[config.mk]
export PLATFORM = sky130hd
export DESIGN_NAME = mat_inv_ctrl
export DESIGN_NICKNAME = d
export VERILOG_FILES = /design/src/mat_inv_pkg.sv /design/src/mat_inv_ctrl.sv
export SDC_FILE = /design/constraint.sdc
export NUM_CORES = 1
export LEC_CHECK = 0
export BUFFER_PORTS_ARGS = -buffer_cell sky130_fd_sc_hd__buf_2
export CORE_AREA = 2 2 39 41
export DETAILED_ROUTE_END_ITERATION = 16
export DIE_AREA = 0 0 41 43
export SYNTH_ARGS = -nofsm -noshare
export SYNTH_HDL_FRONTEND = slang
export SYNTH_SLANG_ARGS = --single-unit
[constraint.sdc]
create_clock -name clk -period 4.1 [get_ports clk]
set_input_delay 0.205 -clock clk [delete_from_list [all_inputs] [get_ports clk]]
set_output_delay 0.205 -clock clk [all_outputs]
set_load 0.02 [all_outputs]
[src/mat_inv_pkg.sv]
package mat_inv_pkg;

	//////////////////////////////
	// Sizes
	//////////////////////////////

	// Matrix order
	localparam int MAT_N = 5;

	// Element width
	localparam int WORD_W = 32;

	// Row or column index width
	localparam int IDX_W = 3;

	// Read port address width
	localparam int ADDR_W = 5;

	// Words in one serial load
	localparam int LOAD_WORDS = MAT_N * MAT_N;

	// Read addresses from here on return the left diagonal
	localparam int DIAG_BASE = LOAD_WORDS;

	//////////////////////////////
	// Types
	//////////////////////////////

	typedef logic [WORD_W-1:0] elem_t;

	typedef logic [IDX_W-1:0] idx_t;

	typedef enum logic [1:0] {IDLE, LOAD, ELIM, DONE} ctrl_state_t;

endpackage
[src/mat_inv_ctrl.sv]
`timescale 1ns/1ps

module mat_inv_ctrl (
	input  logic clk,
	input  logic reset,
	input  logic start_i,
	input  logic data_valid_i,
	input  logic load_last_i,
	input  logic elim_last_i,
	input  logic singular_i,
	output logic cnt_clear_o,
	output logic cnt_step_o,
	output logic init_o,
	output logic load_we_o,
	output logic elim_we_o,
	output logic busy_o,
	output logic done_o,
	output logic singular_o
);

	import mat_inv_pkg::*;

	ctrl_state_t state_q;
	ctrl_state_t state_d;

	// Extra ELIM cycle after the last pair so the diagonal is final
	logic elim_tail;
	logic singular_q;
	logic start_ok;

	// Start only while neither running nor loading
	assign start_ok = start_i && ((state_q == IDLE) || (state_q == DONE));

	//////////////////////////////
	// Next state
	//////////////////////////////

	always_comb
	begin
		state_d = state_q;
		case (state_q)
			IDLE, DONE:
			begin
				if (start_ok)
					state_d = LOAD;
			end
			LOAD:
			begin
				if (data_valid_i && load_last_i)
					state_d = ELIM;
			end
			ELIM:
			begin
				if (elim_tail)
					state_d = DONE;
			end
			default:
				state_d = IDLE;
		endcase
	end

	always_ff @(posedge clk)
	begin
		if (!reset)
		begin
			state_q    <= IDLE;
			elim_tail  <= 1'b0;
			singular_q <= 1'b0;
		end
		else
		begin
			state_q   <= state_d;
			elim_tail <= (state_q == ELIM) && !elim_tail && elim_last_i;
			if (start_ok)
				singular_q <= 1'b0;
			else if ((state_q == ELIM) && elim_tail)
				singular_q <= singular_i;
		end
	end

	//////////////////////////////
	// Outputs
	//////////////////////////////

	assign cnt_clear_o = start_ok;
	assign init_o      = start_ok;
	assign load_we_o   = (state_q == LOAD) && data_valid_i;
	assign elim_we_o   = (state_q == ELIM) && !elim_tail;
	assign cnt_step_o  = load_we_o || elim_we_o;
	assign busy_o      = (state_q == LOAD) || (state_q == ELIM);
	assign done_o      = (state_q == DONE);
	assign singular_o  = singular_q;

endmodule

==> impl_metrics.csv <==
group,metric,value,unit
pwr,p_sw_share,41.4,%
critical_path,reg2reg_from,"state_q[0]",
pwr,seqPwrFrac,23.5,%
synthesis,syn_inst,28,
critical_path,worstPathRequired,3.89,ns
synthesis,ys_top_cells_by_area,"dfxtp_1 (29%), ha_1 (14%), nor2b_4 (10%)",
timing,worst_pin_slew,0.218,ns
critical_path,critPathMaxFanout,4,
critical_path,r2r_end,"state_q[1]",
pwr,switchingPower,96.4,uW
final_layout,syn_to_final_growth,38.7,%
timing,fin_crit,1.65,ns
timing,rsz0062_at_grt,"false",
clocking,hold_buffers,0,
critical_path,crit_type,"reg -> out",
floorplanning,io_pins,15,
critical_path,slowest_stage,"dfxtp_1",
synthesis,syn-cell-area,272,sq um
global_routing,first_global_vias,242,
drt,drt_iter0_drc,4,
clocking,clk_latency,0.24,ns
status,status,"complete, no violations",
timing,max_slew_margin,85.4,%
drt,via_per_inst,3.95,
clocking,cts_resized,0,
final_layout,num-nets-final,56,
critical_path,crit_arrival,1.45,ns
worst_hold_path,holdCritStartpoint,"elim_last_i",
floorplanning,coreArea,1380,sq um
run,drv_cap,0,
placed_design,place.port_buffers,14,
worst_hold_path,hp-class,"in -> reg",
final_layout,drive_gt1_share,47.7,%
critical_path,slowest_delay,0.37,ns
floorplanning,rows,14,
final_layout,diodes,0,
critical_path,cp-end-kind,"primary output",
pwr,leakagePower,0.000207,uW
synthesis,yosysWarningCount,0,
final_layout,nFillCells,152,
pwr,comb_power_share,55.0,%
synthesis,ys_seq_area_share,29.5,%
drt,route.detailed.drc,0,
synthesis,yosysUniqueCellTypes,15,
floorplanning,die_h,43,um
placed_design,dp.cells,57,
synthesis,syn_nets,38,
drt,wl,568,um
timing,skew,0.00272,ns
clocking,cts-root-buf,"clkbuf_4",
synthesis,yosys.area.top_type,"dfxtp_1",
timing,fin_crit_sh,40.4,%
critical_path,worst_setup_path_start_kind,"register",
global_routing,grt_usage,8.22,%
clocking,cts_setup_buffers,0,
final_layout,utilization,27.2,%
global_routing,antenna_found_initial,0,
floorplanning,initial_utilization,19.6,%
drt,ant_nets,0,
clocking,cts_sinks,4,
drt,dr.pass1.iters,4,
worst_hold_path,worstHoldPathCells,2,
placed_design,post-place-ws,2.69,ns
pwr,internal_power,136,uW
timing,setup_slack,2.45,ns
clocking,cts-buffers-inserted,3,
synthesis,yosysTopAreaCellShare,29.5,%
critical_path,cpLargestDelayFamily,"simple AND/OR/NAND/NOR gates",
critical_path,crit_chain,"inv_1 > ha_1 > and2_1 > or2_1 > buf_2",
clocking,htree_levels,1,
clocking,path_clk_slew,0.04,ns
critical_path,reg2reg_depth,5,
drt,vias,237,
floorplanning,fp.dieArea,1760,sq um
global_routing,grt_max_degree,7,
synthesis,syn_area_per_cell,9.70,sq um
floorplanning,die_w,41,um
timing,final_hold_viol_count,0,
placed_design,gp_congestion,0.747,
pwr,power.density,618,nW/um^2
timing,tns,0,ns
final_layout,fin_cells,60,
worst_hold_path,worst_hold_path.endpoint,"elim_tail",
clocking,cts_tree,"done",
global_routing,grt_pass1_wl,931,um
drt,avgRoutedWirePerCell,9.47,um
critical_path,path_buf_inv,2,
global_routing,grt_overflow,0,
timing,fmax,604,MHz
timing,setup_violations,0,
critical_path,worst-r2r-setup-slack,2.70,ns
timing,whs,0.202,ns
synthesis,ys_seq_elements,4,
pwr,p_clk_share,21.5,%
pwr,ir_drop,0.000206,V
timing,drv_slew,0,
clocking,clock_path_buffers,2,
flip-flops by register name, summed over array words and instances, names as in the netlist:
signal,flops
state_q,2
elim_tail,1
singular_o,1
worst max-delay path by stage:
stage	start	to	slack, ns	cells after the start
4_1_cts	state_q[1]	cnt_step_o	2.42	5
5_1_grt	state_q[1]	cnt_step_o	2.35	5
6_report	state_q[1]	cnt_step_o	2.45	5
3_5_place_dp	state_q[1]	cnt_step_o	2.69	5
3_3_place_gp	state_q[1]	cnt_step_o	2.71	5
2_1_floorplan	state_q[1]	cnt_step_o	2.73	4
cells by family (layout without fill, tap and decap cells):
kind of cell / count (synthesis) / in the layout / synth area share (%)
AO/OA/AOI/OAI: 2 / 2 / 10.6
adder cells (fa/ha/maj): 3 / 3 / 13.8
buffers and inverters: 4 / 20 / 6.91
flip-flops: 4 / 4 / 29.5
multiplexers: 2 / 2 / 7.37
AND/OR/NAND/NOR: 13 / 13 / 31.8
power groups by stage:
stage / sequential [uW] / clock [uW] / combinational, uW
3_3_place_gp: 55.4 / 0 / 127
5_1_grt: 55.9 / 54.8 / 141
3_5_place_dp: 55.6 / 0 / 130
4_1_cts: 54.9 / 52.6 / 130
2_1_floorplan: 53.6 / 0 / 102
6_report: 54.6 / 50.0 / 128
metrics by stage:
stage | total power, uW | area, sq um
6_report | 233 | 377
5_1_grt | 251 | 377
4_1_cts | 238 | 377
3_5_place_dp | 185 | 354
3_3_place_gp | 183 | 354
2_1_floorplan | 156 | 272
routing by layer:
layer  vias up  routed length [um]  GRT usage, %
met2        13                 242          10.6
met3         0                  85          8.38
li1        121                   -             -
met4         0                   0          2.00
met5         -                   0             0
met1       103                 241          9.29
placed cells by master, fill, tap and decap left out, drive strengths merged:
cell type,n
inv,3
a211oi,1
buf,14
or2,1
nor3b,1
o32ai,1
nand2,5
nor2b,2
dfxtp,4
nand2b,1
and2,2
mux2i,2
and3,1
ha,3
clkbuf,3
area by class of cell:
class	count	area (sq um)	area share [%]
sequential	4	80.1	21.3
tap	16	20.0	5.32
multi-input combinational	20	173	45.8
inverter	3	11.3	2.99
timing repair buffer	14	70.1	18.6
clock buffer	3	22.5	5.98
Yosys cell counts:
library cell,instances
nand2_1,5
dfxtp_1,4
ha_1,3
inv_1,3
mux2i_1,2
nor2b_4,2
a211oi_4,1
and2_1,1
and2_2,1
and3_1,1
buf_4,1
nand2b_1,1
nor3b_1,1
o32ai_1,1
or2_1,1
Power figures use the tool's default switching activity.
