<file path="src/mat_inv_pkg.sv">
package mat_inv_pkg;

	//////////////////////////////
	// Sizes
	//////////////////////////////

	// Matrix order
	localparam int MAT_N = 5;

	// Element width
	localparam int WORD_W = 32;

	// Row or column index width
	localparam int IDX_W = 3;

	// Read port address width
	localparam int ADDR_W = 5;

	// Words in one serial load
	localparam int LOAD_WORDS = MAT_N * MAT_N;

	// Read addresses from here on return the left diagonal
	localparam int DIAG_BASE = LOAD_WORDS;

	//////////////////////////////
	// Types
	//////////////////////////////

	typedef logic [WORD_W-1:0] elem_t;

	typedef logic [IDX_W-1:0] idx_t;

	typedef enum logic [1:0] {IDLE, LOAD, ELIM, DONE} ctrl_state_t;

endpackage
</file>
<file path="src/mat_inv_step_cnt.sv">
`timescale 1ns/1ps

module mat_inv_step_cnt (
	input  logic              clk,
	input  logic              reset,
	input  logic              clear_i,
	input  logic              step_i,
	output mat_inv_pkg::idx_t row_idx_o,
	output mat_inv_pkg::idx_t col_idx_o,
	output logic              load_last_o,
	output logic              elim_last_o
);

	import mat_inv_pkg::*;

	localparam idx_t IDX_MAX = idx_t'(MAT_N - 1);

	logic elim_mode;
	idx_t row_q;
	idx_t col_q;
	idx_t last_row;
	logic row_end;

	assign row_idx_o = row_q;
	assign col_idx_o = col_q;

	// Last target row for the current pivot, pivot row is skipped
	assign last_row = (col_q == IDX_MAX) ? idx_t'(MAT_N - 2) : IDX_MAX;
	assign row_end  = (row_q == last_row);

	assign load_last_o = !elim_mode && (row_q == IDX_MAX) && (col_q == IDX_MAX);
	assign elim_last_o = elim_mode && (col_q == IDX_MAX) && row_end;

	always_ff @(posedge clk)
	begin
		if (!reset || clear_i)
		begin
			elim_mode <= 1'b0;
			row_q     <= '0;
			col_q     <= '0;
		end
		else if (step_i)
		begin
			if (!elim_mode)
			begin
				// Load walks row-major
				if (col_q == IDX_MAX)
				begin
					col_q <= '0;
					if (row_q == IDX_MAX)
					begin
						// First pair is pivot 0, row 1
						elim_mode <= 1'b1;
						row_q     <= idx_t'(1);
					end
					else
						row_q <= row_q + idx_t'(1);
				end
				else
					col_q <= col_q + idx_t'(1);
			end
			else if (!elim_last_o)
			begin
				if (row_end)
				begin
					col_q <= col_q + idx_t'(1);
					row_q <= '0;
				end
				else if (row_q + idx_t'(1) == col_q)
					row_q <= row_q + idx_t'(2);
				else
					row_q <= row_q + idx_t'(1);
			end
		end
	end

endmodule

</file>
<file path="config.mk">
export PLATFORM = sky130hd
export DESIGN_NAME = mat_inv_step_cnt
export DESIGN_NICKNAME = d
export VERILOG_FILES = /design/src/mat_inv_pkg.sv /design/src/mat_inv_step_cnt.sv
export SDC_FILE = /design/constraint.sdc
export NUM_CORES = 1
export LEC_CHECK = 0
export BUFFER_PORTS_ARGS = -buffer_cell sky130_fd_sc_hd__buf_2
export CAP_MARGIN = 20
export CORE_MARGIN = 4
export CORE_UTILIZATION = 24
export DETAILED_ROUTE_END_ITERATION = 8
export GPL_TIMING_DRIVEN = 0
export PLACE_DENSITY = 0.49
export RECOVER_POWER = 50
export SETUP_SLACK_MARGIN = 0.4
export SLEW_MARGIN = 0
export SYNTH_ARGS = -nofsm -noshare
export SYNTH_HDL_FRONTEND = slang
export SYNTH_SLANG_ARGS = --single-unit
</file>
<file path="constraint.sdc">
create_clock -name clk -period 4.7 [get_ports clk]
set_clock_uncertainty 0.15 [all_clocks]
set_input_delay 0 -clock clk [delete_from_list [all_inputs] [get_ports clk]]
set_output_delay 0 -clock clk [all_outputs]
set_load 0.05 [all_outputs]
</file>
==> impl_metrics.env, run 1 <==
export IMPL_grt_antenna_before_repair=0
export IMPL_utilization_pct=30.7
export IMPL_synth_edf_count=0
export IMPL_status="finished clean"
export IMPL_synth_nets=84
export IMPL_fp_dieArea_sq_um=3400
export IMPL_fill_cells=250
export IMPL_final_area_sq_um=712
export IMPL_clock_fmax_ghz=0.469
export IMPL_tightest_slew_ns=0.594
export IMPL_drtIter0Drc=13
export IMPL_worstSetupEndpointType="flop"
export IMPL_reg2reg_slack_ns=2.57
export IMPL_drive_gt1_share_pct=14.4
export IMPL_post_route_period_util_pct=45.4
export IMPL_synth_distinct_cells=34
export IMPL_cts_buffers=3
export IMPL_synth_area_leaders="dfxtp_1 (23%), ha_1 (8.2%), nand2_1 (6.2%)"
export IMPL_min_to="col_idx_o[1]$_SDFFE_PP0P_"
export IMPL_area_growth_pct=17.1
export IMPL_synth_top_area_share_pct=23.0
export IMPL_drv_slew=0
export IMPL_globalRouteTotalUtil_pct=9.21
export IMPL_gp_congestion=0.829
export IMPL_grt_pass1_wl_microns=2440
export IMPL_firstDrtPassIters=4
export IMPL_worstHoldStart="step_i"
export IMPL_hp_class="input pin to flop"
export IMPL_hold_viol=0
export IMPL_wl_per_cell_microns=11.8
export IMPL_place_area_sq_um=693
export IMPL_grt_pass1_vias=562
export IMPL_multi_input_area_sq_um=403
export IMPL_clkSlewWorstSetupHoldPaths_ns=0.05
export IMPL_path_class="flop to flop"
export IMPL_grt_overflow_total=0
export IMPL_critPathSlowestCell="dfxtp_1"
export IMPL_leakage_nw=0.261
export IMPL_finalPower_uw=128
export IMPL_tns_ns=0
export IMPL_ys_seq_area_share_pct=23.0
export IMPL_vias=587
export IMPL_ios=12
export IMPL_holdBufCountCts=0
export IMPL_fp_dieH_microns=58.3
export IMPL_critPathLaunchType="flop"
export IMPL_required_ns=4.67
export IMPL_ys_ff_latch=7
export IMPL_row_count=17
export IMPL_synthesis_area_sq_um=608
export IMPL_cap_violations=0
export IMPL_critPathMaxStageDelay_ns=0.41
export IMPL_path_cells="inv_1 -> ha_1 -> and2_0 -> buf_6 -> o21ai_0 -> nor4_1 -> a211oi_1 -> o32ai_2"
export IMPL_cts_tree="yes"
export IMPL_diodes=0
export IMPL_synth_largest_area_cell="dfxtp_1"
export IMPL_drc=0
export IMPL_synth_ff_type="dfxtp_1"
export IMPL_clk_path_buf_depth=2
export IMPL_synth_cells=76
export IMPL_nets=99
export IMPL_layout_commonest_cell="nand2_1"
export IMPL_avgSynthCellArea_sq_um=8.00
export IMPL_start_util_pct=26.2
export IMPL_routed_wl_microns=1390
export IMPL_finalCriticalPeriod_ns=2.13
export IMPL_grt_setup_unrepaired="no"
export IMPL_core_sq_um=2320
export IMPL_r2r_start="col_idx_o[0]$_SDFFE_PP0P_"
export IMPL_htreeDepth=1
export IMPL_crit_fanout=7
export IMPL_setup_violations_final=0
export IMPL_powerDensity_nw_per_um2=180
export IMPL_ir_drop_v=0.000106
export IMPL_async_flop_share_pct=0
export IMPL_portBuffers=10
export IMPL_die_x_microns=58.3
export IMPL_dp_hpwl_microns=1080
export IMPL_yosysWarnings=0
export IMPL_drt_antenna_violating_nets=0
export IMPL_cp_arrival_ns=2.11
export IMPL_grt_max_degree=10
export IMPL_timing_rr_end="row_idx_o[2]$_SDFFE_PP0P_"
export IMPL_cts_setup_buffers=0
export IMPL_drt_vias_per_instance=4.97
export IMPL_relSlewSlack_pct=60.6
export IMPL_worstRegToRegCells=8
export IMPL_cts_sinks=7
export IMPL_cts_root_buf="clkbuf_4"
export IMPL_post_cts_resized=0
export IMPL_seq_area_sq_um=140
export IMPL_clock_latency_ns=0.25
export IMPL_layout_common_cells="nand2_1 (10), clkbuf_1 (9), inv_1 (7), dfxtp_1 (7), a21oi_1 (5)"
export IMPL_min_path_cells=3
## synthesized netlist by cell type (all sizes together) (2+ instances only)
| cell type | n |
|---|---|
| ha | 4 |
| a21oi | 5 |
| o31ai | 2 |
| xor2 | 4 |
| o21ai | 5 |
| dfxtp | 7 |
| nand2b | 3 |
| buf | 2 |
| clkbuf | 2 |
| o211ai | 2 |
| inv | 7 |
| nand4 | 4 |
| nand2 | 10 |
| nor2 | 3 |
## per-layer routing
layer / wire [microns] / track usage [%] / vias up
li1: - / - / 300
met1: 675 / 11.8 / 264
met2: 599 / 12.9 / 19
met3: 87 / 2.41 / 4
met4: 29 / 7.28 / 0
met5: 0 / 0 / -
## worst max-delay path by stage
| stage | startpoint | end | slack, ns | cells after the start |
|---|---|---|---|---|
| finish | col_idx_o[0]$_SDFFE_PP0P_ | row_idx_o[2]$_SDFFE_PP0P_ | 2.57 | 8 |
| global placement | col_idx_o[0]$_SDFFE_PP0P_ | row_idx_o[2]$_SDFFE_PP0P_ | 2.54 | 8 |
| global route | col_idx_o[0]$_SDFFE_PP0P_ | row_idx_o[2]$_SDFFE_PP0P_ | 2.30 | 8 |
| detailed placement | col_idx_o[0]$_SDFFE_PP0P_ | row_idx_o[2]$_SDFFE_PP0P_ | 2.58 | 8 |
| CTS | col_idx_o[0]$_SDFFE_PP0P_ | row_idx_o[2]$_SDFFE_PP0P_ | 2.57 | 8 |
| floorplan | col_idx_o[0]$_SDFFE_PP0P_ | row_idx_o[2]$_SDFFE_PP0P_ | 2.40 | 8 |
## cell families after synthesis
group | Yosys count | share of synthesized area (%)
AOI/OAI and AO/OA | 21 | 25.7
xor gates and xnor gates | 5 | 8.44
and+or+nand+nor | 27 | 22.2
buffers and inverters | 11 | 10.7
adders and majority gates | 4 | 8.23
muxes | 1 | 1.65
DFF | 7 | 23.0
## power by group
part / leakage (nW) / internal [mW] / total (mW) / switching [mW]
logic: 0.189 / 0.00349 / 0.0107 / 0.00721
registers: 0.0565 / 0.0599 / 0.0607 / 0.000805
clock network: 0.0150 / 0.0325 / 0.0565 / 0.0240
## registers in the layout, indices dropped and copies added, names as in the netlist
register,flops
col_idx_o,3
row_idx_o,3
elim_mode,1
## area by class of cell
cell class | count | share of cell area, %
clock buffers | 4 | 3.69
flip-flops and latches | 7 | 19.7
well taps | 28 | 4.92
repair buffers | 10 | 5.98
inverters | 7 | 3.69
multi-input cells | 58 | 56.6
plain buffers | 4 | 5.45
## metrics by stage
| step | setup slack [ns] | instances | hold WS (ns) |
|---|---|---|---|
| 2_1_floorplan | 2.40 | 76 | 0.183 |
| 3_3_place_gp | 2.54 | 114 | 0.281 |
| 3_5_place_dp | 2.58 | 114 | 0.285 |
| 4_1_cts | 2.57 | 118 | 0.00992 |
| 5_1_grt | 2.30 | 118 | 0.0762 |
| 6_report | 2.57 | 118 | 0.0271 |
## worst max-delay path: cells and delay by family, from the launching register on
family          cells  cell delay (ns)
compound gates      3             0.75
fa+ha+maj           1             0.21
buf+inv             2             0.22
flops               1             0.41
simple gates        2             0.27
No activity file was read; power rests on OpenSTA's default activity.
==> inputs of run 2 (changes only) <==
--- a/config.mk
+++ b/config.mk
@@ -5,6 +5,7 @@
 export SDC_FILE = /design/constraint.sdc
 export NUM_CORES = 1
 export LEC_CHECK = 0
+export ABC_AREA = 1
 export BUFFER_PORTS_ARGS = -buffer_cell sky130_fd_sc_hd__buf_2
 export CAP_MARGIN = 20
 export CORE_MARGIN = 4
==> constraint.sdc (replaced) <==
create_clock -name clk -period 2 [get_ports clk]
set_clock_uncertainty 0.15 [all_clocks]
set_input_delay 0 -clock clk [delete_from_list [all_inputs] [get_ports clk]]
set_output_delay 0 -clock clk [all_outputs]
set_load 0.05 [all_outputs]
==> run 2 against run 1 <==
Compared with the run above: worst setup slack got worse by 2.2 ns; synthesized cell count rose by 34%; sequential share of layout area down 3.2 points; total power grew 150%; clock power grew 140%; critical endpoint unchanged; highest routed layer unchanged.
==> impl_metrics.env, run 2 <==
export IMPL_cts_tree="yes"
export IMPL_dp_hpwl_microns=1240
export IMPL_cts_root_buf="clkbuf_4"
export IMPL_wl_per_cell_microns=10.6
export IMPL_portBuffers=11
export IMPL_drt_vias_per_instance=4.38
export IMPL_async_flop_share_pct=0
export IMPL_post_route_period_util_pct=81.1
export IMPL_synth_cells=102
export IMPL_grt_pass1_wl_microns=2760
export IMPL_critPathMaxStageDelay_ns=0.34
export IMPL_synth_mux_area_share_pct=0
export IMPL_grt_setup_unrepaired="yes"
export IMPL_synthSimpleGateAreaFrac_pct=46.4
export IMPL_synth_compound_area_share_pct=9.49
export IMPL_clock_power_share_pct=41.8
export IMPL_ios=12
export IMPL_synth_most_common_cell="nand2_1"
export IMPL_grt_overflow_total=0
export IMPL_cp_top_family="simple AND/OR/NAND/NOR gates"
export IMPL_combPwrFrac_pct=14.6
export IMPL_vias=696
export IMPL_critPathLaunchType="flop"
export IMPL_cts_buffers=3
export IMPL_grt_pass1_vias=660
export IMPL_cap_violations=0
export IMPL_final_cell_count_no_fill=159
export IMPL_internal_power_uw=232
export IMPL_htreeDepth=1
export IMPL_finalCriticalPeriod_ns=1.62
export IMPL_gp_congestion=0.754
export IMPL_powerDensity_nw_per_um2=333
export IMPL_crit_cells=11
export IMPL_diodes=0
export IMPL_nets=138
export IMPL_layout_setup_ws_ns=0.377
export IMPL_crit_fanout=5
export IMPL_setup_violations_final=0
export IMPL_cts_sinks=7
export IMPL_area_growth_pct=50.8
export IMPL_core_sq_um=2500
export IMPL_required_ns=2.03
export IMPL_p_switching_uw=86.0
export IMPL_drive_gt1_share_pct=39.5
export IMPL_worst_path_most_repeated_cell="nand2_4"
export IMPL_grt_antenna_before_repair=0
export IMPL_worstSetupEndpointType="flop"
export IMPL_globalRouteTotalUtil_pct=10.2
export IMPL_synth_ff_type="dfxtp_1"
export IMPL_start_util_pct=25.3
export IMPL_row_count=18
export IMPL_clock_latency_ns=0.25
export IMPL_leakage_nw=0.434
export IMPL_finalPower_uw=318
export IMPL_yosysWarnings=0
export IMPL_clock_fmax_ghz=0.616
export IMPL_final_area_sq_um=955
export IMPL_drt_antenna_violating_nets=0
export IMPL_ys_ff_latch=7
export IMPL_tns_ns=0
export IMPL_grt_max_degree=8
export IMPL_synth_largest_area_cell="dfxtp_1"
export IMPL_synthAdderAreaFrac_pct=7.91
export IMPL_place_ws_ns=0.363
export IMPL_yosys_top_cells_count="nand2_1 (31), inv_1 (14), nor2_1 (10)"
export IMPL_drtIter0Drc=12
export IMPL_place_area_sq_um=776
export IMPL_layout_commonest_cell="nand2_1"
export IMPL_clk_path_buf_depth=2
export IMPL_avgSynthCellArea_sq_um=6.21
export IMPL_tightest_slew_ns=0.597
export IMPL_layout_common_cells="nand2_1 (30), inv_1 (9), buf_4 (9)"
export IMPL_firstDrtPassIters=4
export IMPL_routed_wl_microns=1690
export IMPL_critPathSlowestCell="dfxtp_4"
export IMPL_place_inst=143
export IMPL_cp_arrival_ns=1.65
export IMPL_min_path_cells=2
export IMPL_synth_distinct_cells=20
export IMPL_hold_viol=0
export IMPL_seq_power_share_pct=43.6
export IMPL_relSlewSlack_pct=60.3
export IMPL_synth_xor_area_share_pct=2.77
export IMPL_fp_dieArea_sq_um=3520
export IMPL_status="finished clean"
export IMPL_hp_class="flop to flop"
export IMPL_power_switching_share_pct=27.0
export IMPL_drc=0
export IMPL_synth_area_leaders="dfxtp_1 (22%), nand2_1 (18%), inv_1 (8.3%)"
export IMPL_synth_top_family_by_area="simple AND/OR/NAND/NOR gates"
export IMPL_synth_edf_count=0
export IMPL_fp_dieH_microns=59.4
export IMPL_path_cells="inv_1 -> ha_4 -> nand2_4 -> nand2_4 -> nand2_4 -> nand2_4 -> nand2_4 -> nor2_4 -> buf_4 -> a21oi_1 -> a21oi_1"
export IMPL_synth_nets=110
export IMPL_ir_drop_v=0.000239
export IMPL_ys_seq_area_share_pct=22.1
export IMPL_synthesis_area_sq_um=633
export IMPL_drv_slew=0
export IMPL_synth_top_area_share_pct=22.1
export IMPL_clkSlewWorstSetupHoldPaths_ns=0.06
export IMPL_die_x_microns=59.4
export IMPL_path_buf_inv=2
export IMPL_worstRegToRegCells=11
export IMPL_path_class="flop to flop"
-- run 2: final cells by class --
class | count | area (sq um)
flip-flops and latches | 7 | 158
fillers | 261 | 1550
repair buffers | 23 | 161
clock buffers | 4 | 26.3
inverters | 19 | 81.3
well taps | 30 | 37.5
multi-input cells | 76 | 490
-- run 2: metrics by stage --
step | utilization (%) | hold WS, ns
2_1_floorplan | - | 0.00683
3_3_place_gp | 31.0 | 0.137
3_5_place_dp | 31.0 | 0.133
4_1_cts | 36.1 | 0.392
5_1_grt | 38.2 | 0.415
6_report | 38.2 | 0.395
-- run 2: final timing paths --
check | start | end | slack (ns)
min reg2reg | col_idx_o[2]$_SDFFE_PP0P_ | col_idx_o[2]$_SDFFE_PP0P_ | 0.39
max reg2reg | col_idx_o[0]$_SDFFE_PP0P_ | row_idx_o[2]$_SDFFE_PP0P_ | 0.38
min | col_idx_o[2]$_SDFFE_PP0P_ | col_idx_o[2]$_SDFFE_PP0P_ | 0.39
max | col_idx_o[0]$_SDFFE_PP0P_ | row_idx_o[2]$_SDFFE_PP0P_ | 0.38
-- run 2: routing by layer --
layer  wire [microns]  vias to the layer above  track usage, %  share of wire (%)
met5                0                        -               0                  0
met4               15                        0            3.88               0.89
met3               40                        2            1.31                2.4
met2              854                        8            18.7                 51
met1              778                      316            11.9                 46
li1                 -                      370               -                  -
-- run 2: repair_timing --
item / CTS / global route
endpoints found under the setup margin: 4 / 8
gates resized for setup: 8 / 9
endpoints found under the hold margin: 7 / 0
buffers inserted: 5 / 4
pin swaps: 2 / 6
hold buffers: 3 / 0
-- run 2: kinds of logic (layout without fill, tap and decap cells) --
logic type	after synthesis	count (layout)
compound gates	11	11
fa+ha+maj	4	4
flops	7	7
xor+xnor	2	2
simple gates	59	59
buf+inv	19	46
-- run 2: tightest hold or removal path: stages, from the launching register on --
cell and delay, ns:
dfxtp_2 0.37, nand2_1 0.08, a21oi_1 0.05
-- run 2: power groups by stage --
stage                     clock (mW)  sequential (mW)  combinational, mW
after floorplan                    0            0.149             0.0171
after global placement             0            0.143             0.0329
after detailed placement           0            0.143             0.0332
after CTS                      0.138            0.139             0.0430
after global routing           0.148            0.139             0.0513
final                          0.133            0.139             0.0464
